--- src/rtl/awp_defs.svh ---
`ifndef AWP_DEFS_SVH
`define AWP_DEFS_SVH

//////////////////////////////////////////////////////////////////////
// Transaction field widths
//////////////////////////////////////////////////////////////////////

// Meta byte carried with every transaction
`define AWP_META_WIDTH 8

// Payload word, decoded as config or pixel
`define AWP_PYLD_WIDTH 32

//////////////////////////////////////////////////////////////////////
// Quad chain geometry
//////////////////////////////////////////////////////////////////////

`define AWP_NUM_QUADS 4

// One pixel lane per quad, weights share the width
`define AWP_LANE_WIDTH 8

// Cascade sum, wraps modulo 2^16
`define AWP_SUM_WIDTH 16

// Ingress FIFO entries
`define AWP_IN_FIFO_DEPTH 4

`endif

--- src/rtl/awp_pkg.sv ---
`include "awp_defs.svh"

package awp_pkg;

    //////////////////////////////////////////////////////////////////////
    // Transaction layout
    //////////////////////////////////////////////////////////////////////

    // Kind bit set for config, clear for pixel
    typedef struct packed {
        logic       kind;
        logic [6:0] tag;
    } awp_meta_t;

    // Lane k feeds quad k, lane 0 in the low byte
    typedef struct packed {
        logic [`AWP_NUM_QUADS-1:0][`AWP_LANE_WIDTH-1:0] lane;
    } awp_pixel_pyld_t;

    // Weight load aimed at a single quad
    typedef struct packed {
        logic [`AWP_PYLD_WIDTH-$clog2(`AWP_NUM_QUADS)-`AWP_LANE_WIDTH-1:0] rsvd;
        logic [$clog2(`AWP_NUM_QUADS)-1:0]                                quad_sel;
        logic [`AWP_LANE_WIDTH-1:0]                                       weight;
    } awp_cfg_pyld_t;

    // Same payload word, two views picked by meta.kind
    typedef union packed {
        awp_pixel_pyld_t pixel;
        awp_cfg_pyld_t   cfg;
    } awp_pyld_u;

    typedef struct packed {
        awp_meta_t meta;
        awp_pyld_u pyld;
    } awp_trans_t;

    //////////////////////////////////////////////////////////////////////
    // Cascade and result
    //////////////////////////////////////////////////////////////////////

    // Item moving down the quad chain with its running sum
    typedef struct packed {
        awp_trans_t                trans;
        logic [`AWP_SUM_WIDTH-1:0] sum;
    } awp_stage_t;

    typedef struct packed {
        awp_meta_t                 meta;
        logic [`AWP_SUM_WIDTH-1:0] sum;
    } awp_result_t;

    //////////////////////////////////////////////////////////////////////
    // Wishbone request bundles
    //////////////////////////////////////////////////////////////////////

    typedef struct packed {
        logic                                         cyc;
        logic                                         stb;
        logic                                         we;
        logic [`AWP_META_WIDTH+`AWP_PYLD_WIDTH-1:0]   dat;
    } awp_wb_in_req_t;

    typedef struct packed {
        logic                                         cyc;
        logic                                         stb;
        logic                                         we;
        logic [`AWP_META_WIDTH+`AWP_SUM_WIDTH-1:0]    dat;
    } awp_wb_out_req_t;

endpackage

--- src/rtl/awp_ingress.sv ---
`timescale 1ns/1ps

`include "awp_defs.svh"

module awp_ingress import awp_pkg::*; (
    input  logic           clk_intf,
    input  logic           rst_n,
    input  awp_wb_in_req_t wb_in_req,
    output logic           wb_in_ack,
    output logic           stage_valid,
    input  logic           stage_ready,
    output awp_stage_t     stage
);

    localparam int DEPTH = `AWP_IN_FIFO_DEPTH;
    localparam int PTR_W = $clog2(DEPTH);
    localparam int CNT_W = $clog2(DEPTH + 1);

    //////////////////////////////////////////////////////////////////////
    // Declarations
    //////////////////////////////////////////////////////////////////////

    // FIFO storage, head read straight out
    awp_trans_t       fifo_mem [DEPTH];
    logic [PTR_W-1:0] wr_ptr;
    logic [PTR_W-1:0] rd_ptr;
    logic [CNT_W-1:0] count;

    logic             bus_req;
    logic             has_room;
    logic             push;
    logic             pop;
    logic             ack_next;

    //////////////////////////////////////////////////////////////////////
    // Wishbone slave side
    //////////////////////////////////////////////////////////////////////

    // New request only while ack is low, else same cycle seen twice
    assign bus_req  = wb_in_req.cyc && wb_in_req.stb && !wb_in_ack;

    // Slot freed by a pop on this edge counts as room
    assign has_room = (count != CNT_W'(DEPTH)) || pop;

    // Writes into FIFO
    assign push     = bus_req && wb_in_req.we && has_room;

    // Reads are acked with no data effect
    assign ack_next = bus_req && (!wb_in_req.we || has_room);

    always_ff @(posedge clk_intf) begin
        if (!rst_n) begin
            wb_in_ack <= 1'b0;
        end else begin
            // Single cycle pulse, host drops stb after it
            wb_in_ack <= ack_next;
        end
    end

    //////////////////////////////////////////////////////////////////////
    // FWFT FIFO
    //////////////////////////////////////////////////////////////////////

    assign pop = stage_valid && stage_ready;

    always_ff @(posedge clk_intf) begin
        if (push) begin
            fifo_mem[wr_ptr] <= awp_trans_t'(wb_in_req.dat);
        end
    end

    always_ff @(posedge clk_intf) begin
        if (!rst_n) begin
            wr_ptr <= '0;
            rd_ptr <= '0;
            count  <= '0;
        end else begin
            if (push) begin
                // Wrap at last entry
                if (wr_ptr == PTR_W'(DEPTH - 1)) begin
                    wr_ptr <= '0;
                end else begin
                    wr_ptr <= wr_ptr + 1'b1;
                end
            end
            if (pop) begin
                if (rd_ptr == PTR_W'(DEPTH - 1)) begin
                    rd_ptr <= '0;
                end else begin
                    rd_ptr <= rd_ptr + 1'b1;
                end
            end
            // Occupancy
            case ({push, pop})
                2'b10:   count <= count + 1'b1;
                2'b01:   count <= count - 1'b1;
                default: count <= count;
            endcase
        end
    end

    //////////////////////////////////////////////////////////////////////
    // First cascade stage
    //////////////////////////////////////////////////////////////////////

    // Head of FIFO is the chain input, cascade starts at zero
    assign stage_valid = (count != '0);
    assign stage.trans = fifo_mem[rd_ptr];
    assign stage.sum   = '0;

endmodule

--- src/rtl/awp_quad.sv ---
`timescale 1ns/1ps

`include "awp_defs.svh"

module awp_quad import awp_pkg::*; #(
    parameter int QUAD_INDEX = 0
) (
    input  logic       clk_intf,
    input  logic       rst_n,
    input  logic       in_valid,
    output logic       in_ready,
    input  awp_stage_t in_stage,
    output logic       out_valid,
    input  logic       out_ready,
    output awp_stage_t out_stage
);

    localparam int SEL_W = $clog2(`AWP_NUM_QUADS);

    // Config quad select value that addresses this quad
    localparam logic [SEL_W-1:0] QUAD_SEL = QUAD_INDEX[SEL_W-1:0];

    //////////////////////////////////////////////////////////////////////
    // Declarations
    //////////////////////////////////////////////////////////////////////

    logic [`AWP_LANE_WIDTH-1:0] weight_q;

    // Output register stage
    awp_stage_t                 out_stage_q;
    logic                       out_valid_q;

    logic                       in_xfer;
    logic                       is_cfg;
    logic                       cfg_hit;
    logic [`AWP_LANE_WIDTH-1:0] pixel_lane;
    logic [`AWP_SUM_WIDTH-1:0]  product;
    awp_stage_t                 next_stage;

    //////////////////////////////////////////////////////////////////////
    // Handshake
    //////////////////////////////////////////////////////////////////////

    // Take a new item if empty or draining this cycle
    assign in_ready = !out_valid_q || out_ready;
    assign in_xfer  = in_valid && in_ready;

    //////////////////////////////////////////////////////////////////////
    // Payload decode and multiply-add
    //////////////////////////////////////////////////////////////////////

    assign is_cfg     = in_stage.trans.meta.kind;

    // Config view of the payload
    assign cfg_hit    = is_cfg && (in_stage.trans.pyld.cfg.quad_sel == QUAD_SEL);

    // Pixel view, own lane only
    assign pixel_lane = in_stage.trans.pyld.pixel.lane[QUAD_INDEX];

    // Operands widened to sum width before the multiply
    assign product    = weight_q * pixel_lane;

    always_comb begin
        next_stage = in_stage;
        // Config items pass untouched
        if (!is_cfg) begin
            next_stage.sum = in_stage.sum + product;
        end
    end

    //////////////////////////////////////////////////////////////////////
    // Registers
    //////////////////////////////////////////////////////////////////////

    always_ff @(posedge clk_intf) begin
        if (!rst_n) begin
            weight_q    <= '0;
            out_valid_q <= 1'b0;
        end else begin
            if (in_xfer && cfg_hit) begin
                weight_q <= in_stage.trans.pyld.cfg.weight;
            end
            if (in_xfer) begin
                out_valid_q <= 1'b1;
            end else if (out_ready) begin
                out_valid_q <= 1'b0;
            end
        end
    end

    // Cascade payload, valid flag qualifies it
    always_ff @(posedge clk_intf) begin
        if (in_xfer) begin
            out_stage_q <= next_stage;
        end
    end

    assign out_valid = out_valid_q;
    assign out_stage = out_stage_q;

endmodule

--- src/rtl/awp_egress.sv ---
`timescale 1ns/1ps

`include "awp_defs.svh"

module awp_egress import awp_pkg::*; (
    input  logic            clk_intf,
    input  logic            rst_n,
    input  logic            in_valid,
    output logic            in_ready,
    input  awp_stage_t      in_stage,
    output awp_wb_out_req_t wb_out_req,
    input  logic            wb_out_ack
);

    //////////////////////////////////////////////////////////////////////
    // Declarations
    //////////////////////////////////////////////////////////////////////

    // Result holding register and its occupancy
    awp_result_t res_q;
    logic        busy_q;

    logic        in_xfer;
    logic        in_pixel;
    logic        load;
    logic        bus_done;
    awp_result_t res_next;

    //////////////////////////////////////////////////////////////////////
    // Input side
    //////////////////////////////////////////////////////////////////////

    // Bus cycle ends on this edge
    assign bus_done = busy_q && wb_out_ack;

    // Free, or freed by the ack this cycle
    assign in_ready = !busy_q || bus_done;
    assign in_xfer  = in_valid && in_ready;

    assign in_pixel = !in_stage.trans.meta.kind;

    // Config items are consumed here and go no further
    assign load     = in_xfer && in_pixel;

    always_comb begin
        res_next.meta = in_stage.trans.meta;
        res_next.sum  = in_stage.sum;
    end

    //////////////////////////////////////////////////////////////////////
    // Result register
    //////////////////////////////////////////////////////////////////////

    always_ff @(posedge clk_intf) begin
        if (!rst_n) begin
            busy_q <= 1'b0;
        end else begin
            if (load) begin
                busy_q <= 1'b1;
            end else if (bus_done) begin
                busy_q <= 1'b0;
            end
        end
    end

    always_ff @(posedge clk_intf) begin
        if (load) begin
            res_q <= res_next;
        end
    end

    //////////////////////////////////////////////////////////////////////
    // Wishbone classic master
    //////////////////////////////////////////////////////////////////////

    // Cyc, stb and we together for the whole write
    // Back to back results keep stb high, dat moves after the ack
    assign wb_out_req.cyc = busy_q;
    assign wb_out_req.stb = busy_q;
    assign wb_out_req.we  = busy_q;
    assign wb_out_req.dat = res_q;

endmodule

--- src/rtl/cnn_layer_accel_awp.sv ---
`timescale 1ns/1ps

`include "awp_defs.svh"

module cnn_layer_accel_awp import awp_pkg::*; (
    input  logic            clk_intf,
    input  logic            rst_n,
    input  awp_wb_in_req_t  wb_in_req,
    output logic            wb_in_ack,
    output awp_wb_out_req_t wb_out_req,
    input  logic            wb_out_ack
);

    //////////////////////////////////////////////////////////////////////
    // Stage links
    //////////////////////////////////////////////////////////////////////

    // Link 0 from ingress, link k+1 out of quad k, last into egress
    logic [`AWP_NUM_QUADS:0] stage_valid;
    logic [`AWP_NUM_QUADS:0] stage_ready;
    awp_stage_t              stage [`AWP_NUM_QUADS+1];

    //////////////////////////////////////////////////////////////////////
    // Ingress
    //////////////////////////////////////////////////////////////////////

    awp_ingress u_ingress (
        .clk_intf    (clk_intf),
        .rst_n       (rst_n),
        .wb_in_req   (wb_in_req),
        .wb_in_ack   (wb_in_ack),
        .stage_valid (stage_valid[0]),
        .stage_ready (stage_ready[0]),
        .stage       (stage[0])
    );

    // Quad chain
    for (genvar gi = 0; gi < `AWP_NUM_QUADS; gi++) begin : g_quad
        awp_quad #(
            .QUAD_INDEX (gi)
        ) u_quad (
            .clk_intf  (clk_intf),
            .rst_n     (rst_n),
            .in_valid  (stage_valid[gi]),
            .in_ready  (stage_ready[gi]),
            .in_stage  (stage[gi]),
            .out_valid (stage_valid[gi+1]),
            .out_ready (stage_ready[gi+1]),
            .out_stage (stage[gi+1])
        );
    end

    //////////////////////////////////////////////////////////////////////
    // Egress
    //////////////////////////////////////////////////////////////////////

    awp_egress u_egress (
        .clk_intf   (clk_intf),
        .rst_n      (rst_n),
        .in_valid   (stage_valid[`AWP_NUM_QUADS]),
        .in_ready   (stage_ready[`AWP_NUM_QUADS]),
        .in_stage   (stage[`AWP_NUM_QUADS]),
        .wb_out_req (wb_out_req),
        .wb_out_ack (wb_out_ack)
    );

endmodule

--- config.mk ---
export PLATFORM = sky130hd
export DESIGN_NAME = cnn_layer_accel_awp
export DESIGN_NICKNAME = d
export VERILOG_FILES = /design/src/rtl/awp_pkg.sv /design/src/rtl/awp_ingress.sv /design/src/rtl/awp_quad.sv /design/src/rtl/awp_egress.sv /design/src/rtl/cnn_layer_accel_awp.sv
export VERILOG_INCLUDE_DIRS = /design/src /design/src/rtl
export SDC_FILE = /design/constraint.sdc
export NUM_CORES = 1
export LEC_CHECK = 0
export BUFFER_PORTS_ARGS = -buffer_cell sky130_fd_sc_hd__clkbuf_2
export CAP_MARGIN = 10
export CORE_MARGIN = 5
export CORE_UTILIZATION = 35
export DETAILED_ROUTE_END_ITERATION = 7
export PLACE_DENSITY_LB_ADDON = 0.15
export RECOVER_POWER = 100
export SYNTH_ARGS = -nofsm -noshare
export SYNTH_HDL_FRONTEND = slang
export SYNTH_SLANG_ARGS = --single-unit
--- constraint.sdc ---
create_clock -name clk_intf -period 5.8 [get_ports clk_intf]
set_input_delay 1.74 -clock clk_intf [delete_from_list [all_inputs] [get_ports clk_intf]]
set_output_delay 1.74 -clock clk_intf [all_outputs]
set_load 0.02 [all_outputs]
==> reports/metrics.yaml <==
core_um2: 67400
worstMarginPinSlew_ns: 2.84
postPlaceCellArea_um2: 25300
first_global_vias: 14100
ant_nets: 0
arrival_ns: 5.47
max_stage_delay_ns: 0.70
path_common_cell: "fa_1"
synthCells: 1869
hold_path.class: "flop to flop"
grt_max_degree: 51
cts_buffer_depth: 3
synth-edff-count: 356
start_util_pct: 35.4
worstSetupStartpointType: "flop"
grt_util_all_layers_pct: 13.3
drt_iter0_drc: 675
setup_violations: 0
layout_common_cells: "edfxtp_1, inv_1, fa_1, and2_1"
violations: "max-capacitance violations, max-slew violations"
synth_warnings: 0
hold_viol_final: 0
cts_tree: "done"
synth_fp_nets: 2248
finClkSkew_ns: 0.0331
clk_latency_ns: 0.58
avgSynthCellArea_um2: 12.8
holdCritStartpoint: "g_quad[1].u_quad.out_stage[40]"
fmax_mhz: 194
postCtsSetupRepairBufs: 0
cts.sinks: 403
cts_buffers: 44
crit_slowest_cell: "mux4_2"
vias_per_cell: 4.58
die_y_um: 271
path_class: "flop to flop"
post_drt_wl_per_cell_um: 16.8
vdd_drop_max_uv: 245
wl_um: 48300
status: "complete, but fails checks"
final_common_cell: "edfxtp_1"
cp_max_fo: 10
synth_ff_type: "edfxtp_1"
maxCapViolCount: 8
h-tree-depth: 2
fin_area_um2: 26700
netlist_area_um2: 23900
end_kind: "flop"
rsz0062_at_grt: "false"
setup_tns_ns: 0
antenna_found_initial: 1
dp_hpwl_um: 37100
finish.utilization_pct: 39.6
relSlewSlack_pct: -89.4
antennaDiodeCount: 0
grt_overflow: 0
area_growth_pct: 11.8
root_buffer: "clkbuf_16"
place_congestion: 0.804
synth-seq-area-share_pct: 48.7
dieArea_um2: 73600
power.density_nw_per_um2: 373
row_count: 95
vias: 13100
io-pin-count: 74
dr.pass1.iters: 5
cts.clk_slew.worst_paths_ns: 0.06
layout.nets: 2339
required_ns: 6.11
crit_chain: "clkbuf_1 > mux4_2 > and2_1 > fa_1 > inv_1 > fa_1 > fa_1 > inv_1 > ha_1 > o21a_1 > o31a_1 > o32ai_2 > o21ai_0 > xnor2_1 > nor2_1"
post-route-period-util_pct: 89.0
cts-resized-gates: 0
fillerInstances: 6385
synthArstFlopShare_pct: 0
post-route-min-period_ns: 5.16
fp.dieW_um: 271
cts_hold_buf: 0
grt_pass1_wl_um: 79100
p_leak_nw: 11.0
portBuffers: 73
drcViolationCount: 0
synth_seq_cells: 403
drv_slew: 234
drive_gt1_share_pct: 6.76
synthDistinctLibCells: 58
==> Yosys cell counts, drive strengths merged, types with 2 or more instances <==
library cell  count  area share [%]
o31a              4            0.15
a211o             4            0.15
nor2             52            0.89
nand3             7            0.20
inv             348             5.5
xor2             26            0.95
a31oi             4            0.13
a21oi            30            0.63
a311oi            2           0.073
mux2             13            0.61
nand4             3            0.10
or3               4            0.10
clkbuf           30            0.47
and4b             2           0.084
a21boi            6            0.19
edfxtp          356              45
o31ai             5            0.16
buf              16            0.46
and3b             2           0.073
nand2           146             2.3
nor3             14            0.29
fa              187              16
o21ai            45            0.94
xnor2            17            0.62
o21bai            2           0.063
o22ai             3            0.10
nor2b            50             1.3
and2            158             4.1
ha              146             7.6
o21a             16            0.50
nand2b           12            0.31
a21o             12            0.38
a22oi             2           0.063
mux4             40             3.8
mux2i            41             1.7
a211oi            8            0.25
dfxtp            47             3.9
==> final timing paths <==
kind | end | slack (ns) | cells after the start
setup / recovery | g_quad[0].u_quad.out_stage[13] | 0.64 | 15
hold / removal | g_quad[2].u_quad.out_stage[40] | 0.41 | 0
setup reg to reg | g_quad[0].u_quad.out_stage[13] | 0.64 | 15
hold reg to reg | g_quad[2].u_quad.out_stage[40] | 0.41 | 0
==> final cells by class <==
| type | count | area, um^2 | share of cell area (%) |
|---|---|---|---|
| sequential | 403 | 11600 | 43.6 |
| multi-input combinational | 1072 | 10700 | 40.2 |
| inverter | 348 | 1310 | 4.89 |
| clock buffer | 52 | 1140 | 4.27 |
| tap | 873 | 1090 | 4.09 |
| clock inverter | 30 | 432 | 1.62 |
| timing repair buffer | 91 | 370 | 1.39 |
==> state kept, by name, summed over array words and instances (netlist names), named ones only <==
register / cells
g_quad.u_quad.out_stage: 172
u_ingress.fifo_mem: 160
g_quad.u_quad.weight_q: 32
u_egress.wb_out_req: 24
g_quad.u_quad.out_valid: 4
u_ingress.count: 3
u_ingress.rd_ptr: 2
u_ingress.wr_ptr: 2
u_egress.busy_q: 1
u_ingress.wb_in_ack: 1
==> worst max-delay path: cells and delay by family, from the launching register on <==
kind | cells | cell delay [ns]
AO/OA/AOI/OAI | 4 | 0.87
XOR/XNOR | 1 | 0.15
adder cells (fa/ha/maj) | 4 | 1.80
buffers and inverters | 3 | 0.60
flip-flops | 1 | 0.50
multiplexers | 1 | 0.70
AND/OR/NAND/NOR | 2 | 0.27
==> power by group <==
group / leakage [nW] / total (mW) / switching [mW] / internal [mW]
Combinational: 6.60 / 2.53 / 1.53 / 1.00
Sequential: 3.68 / 4.46 / 0.512 / 3.95
Clock: 0.756 / 2.97 / 1.14 / 1.82
==> routing by layer <==
layer | track usage, % | share of wire (%)
met1 | 18.2 | 46
met2 | 22.3 | 48
met3 | 2.00 | 3.1
met4 | 3.67 | 2.5
met5 | 0 | 0.027
==> metrics by stage <==
step | std cells | setup slack (ns) | power (mW) | hold slack (ns)
5_1_grt | 2869 | 0.237 | 10.7 | 0.419
2_1_floorplan | 1869 | 0.438 | 6.21 | 0.400
4_1_cts | 2869 | 0.703 | 10.2 | 0.417
3_3_place_gp | 2787 | 0.787 | 7.09 | 0.401
6_report | 2869 | 0.637 | 9.96 | 0.412
3_5_place_dp | 2787 | 0.706 | 7.15 | 0.405
==> cells by family after synthesis <==
kind of cell,count (synthesis),synth area share (%)
and+or+nand+nor,454,9.93
DFF,403,48.7
buffers and inverters,394,6.40
adders and majority gates,333,23.3
AOI/OAI and AO/OA,148,3.99
muxes,94,6.10
xor gates and xnor gates,43,1.58
No activity file was read; power rests on OpenSTA's default activity.
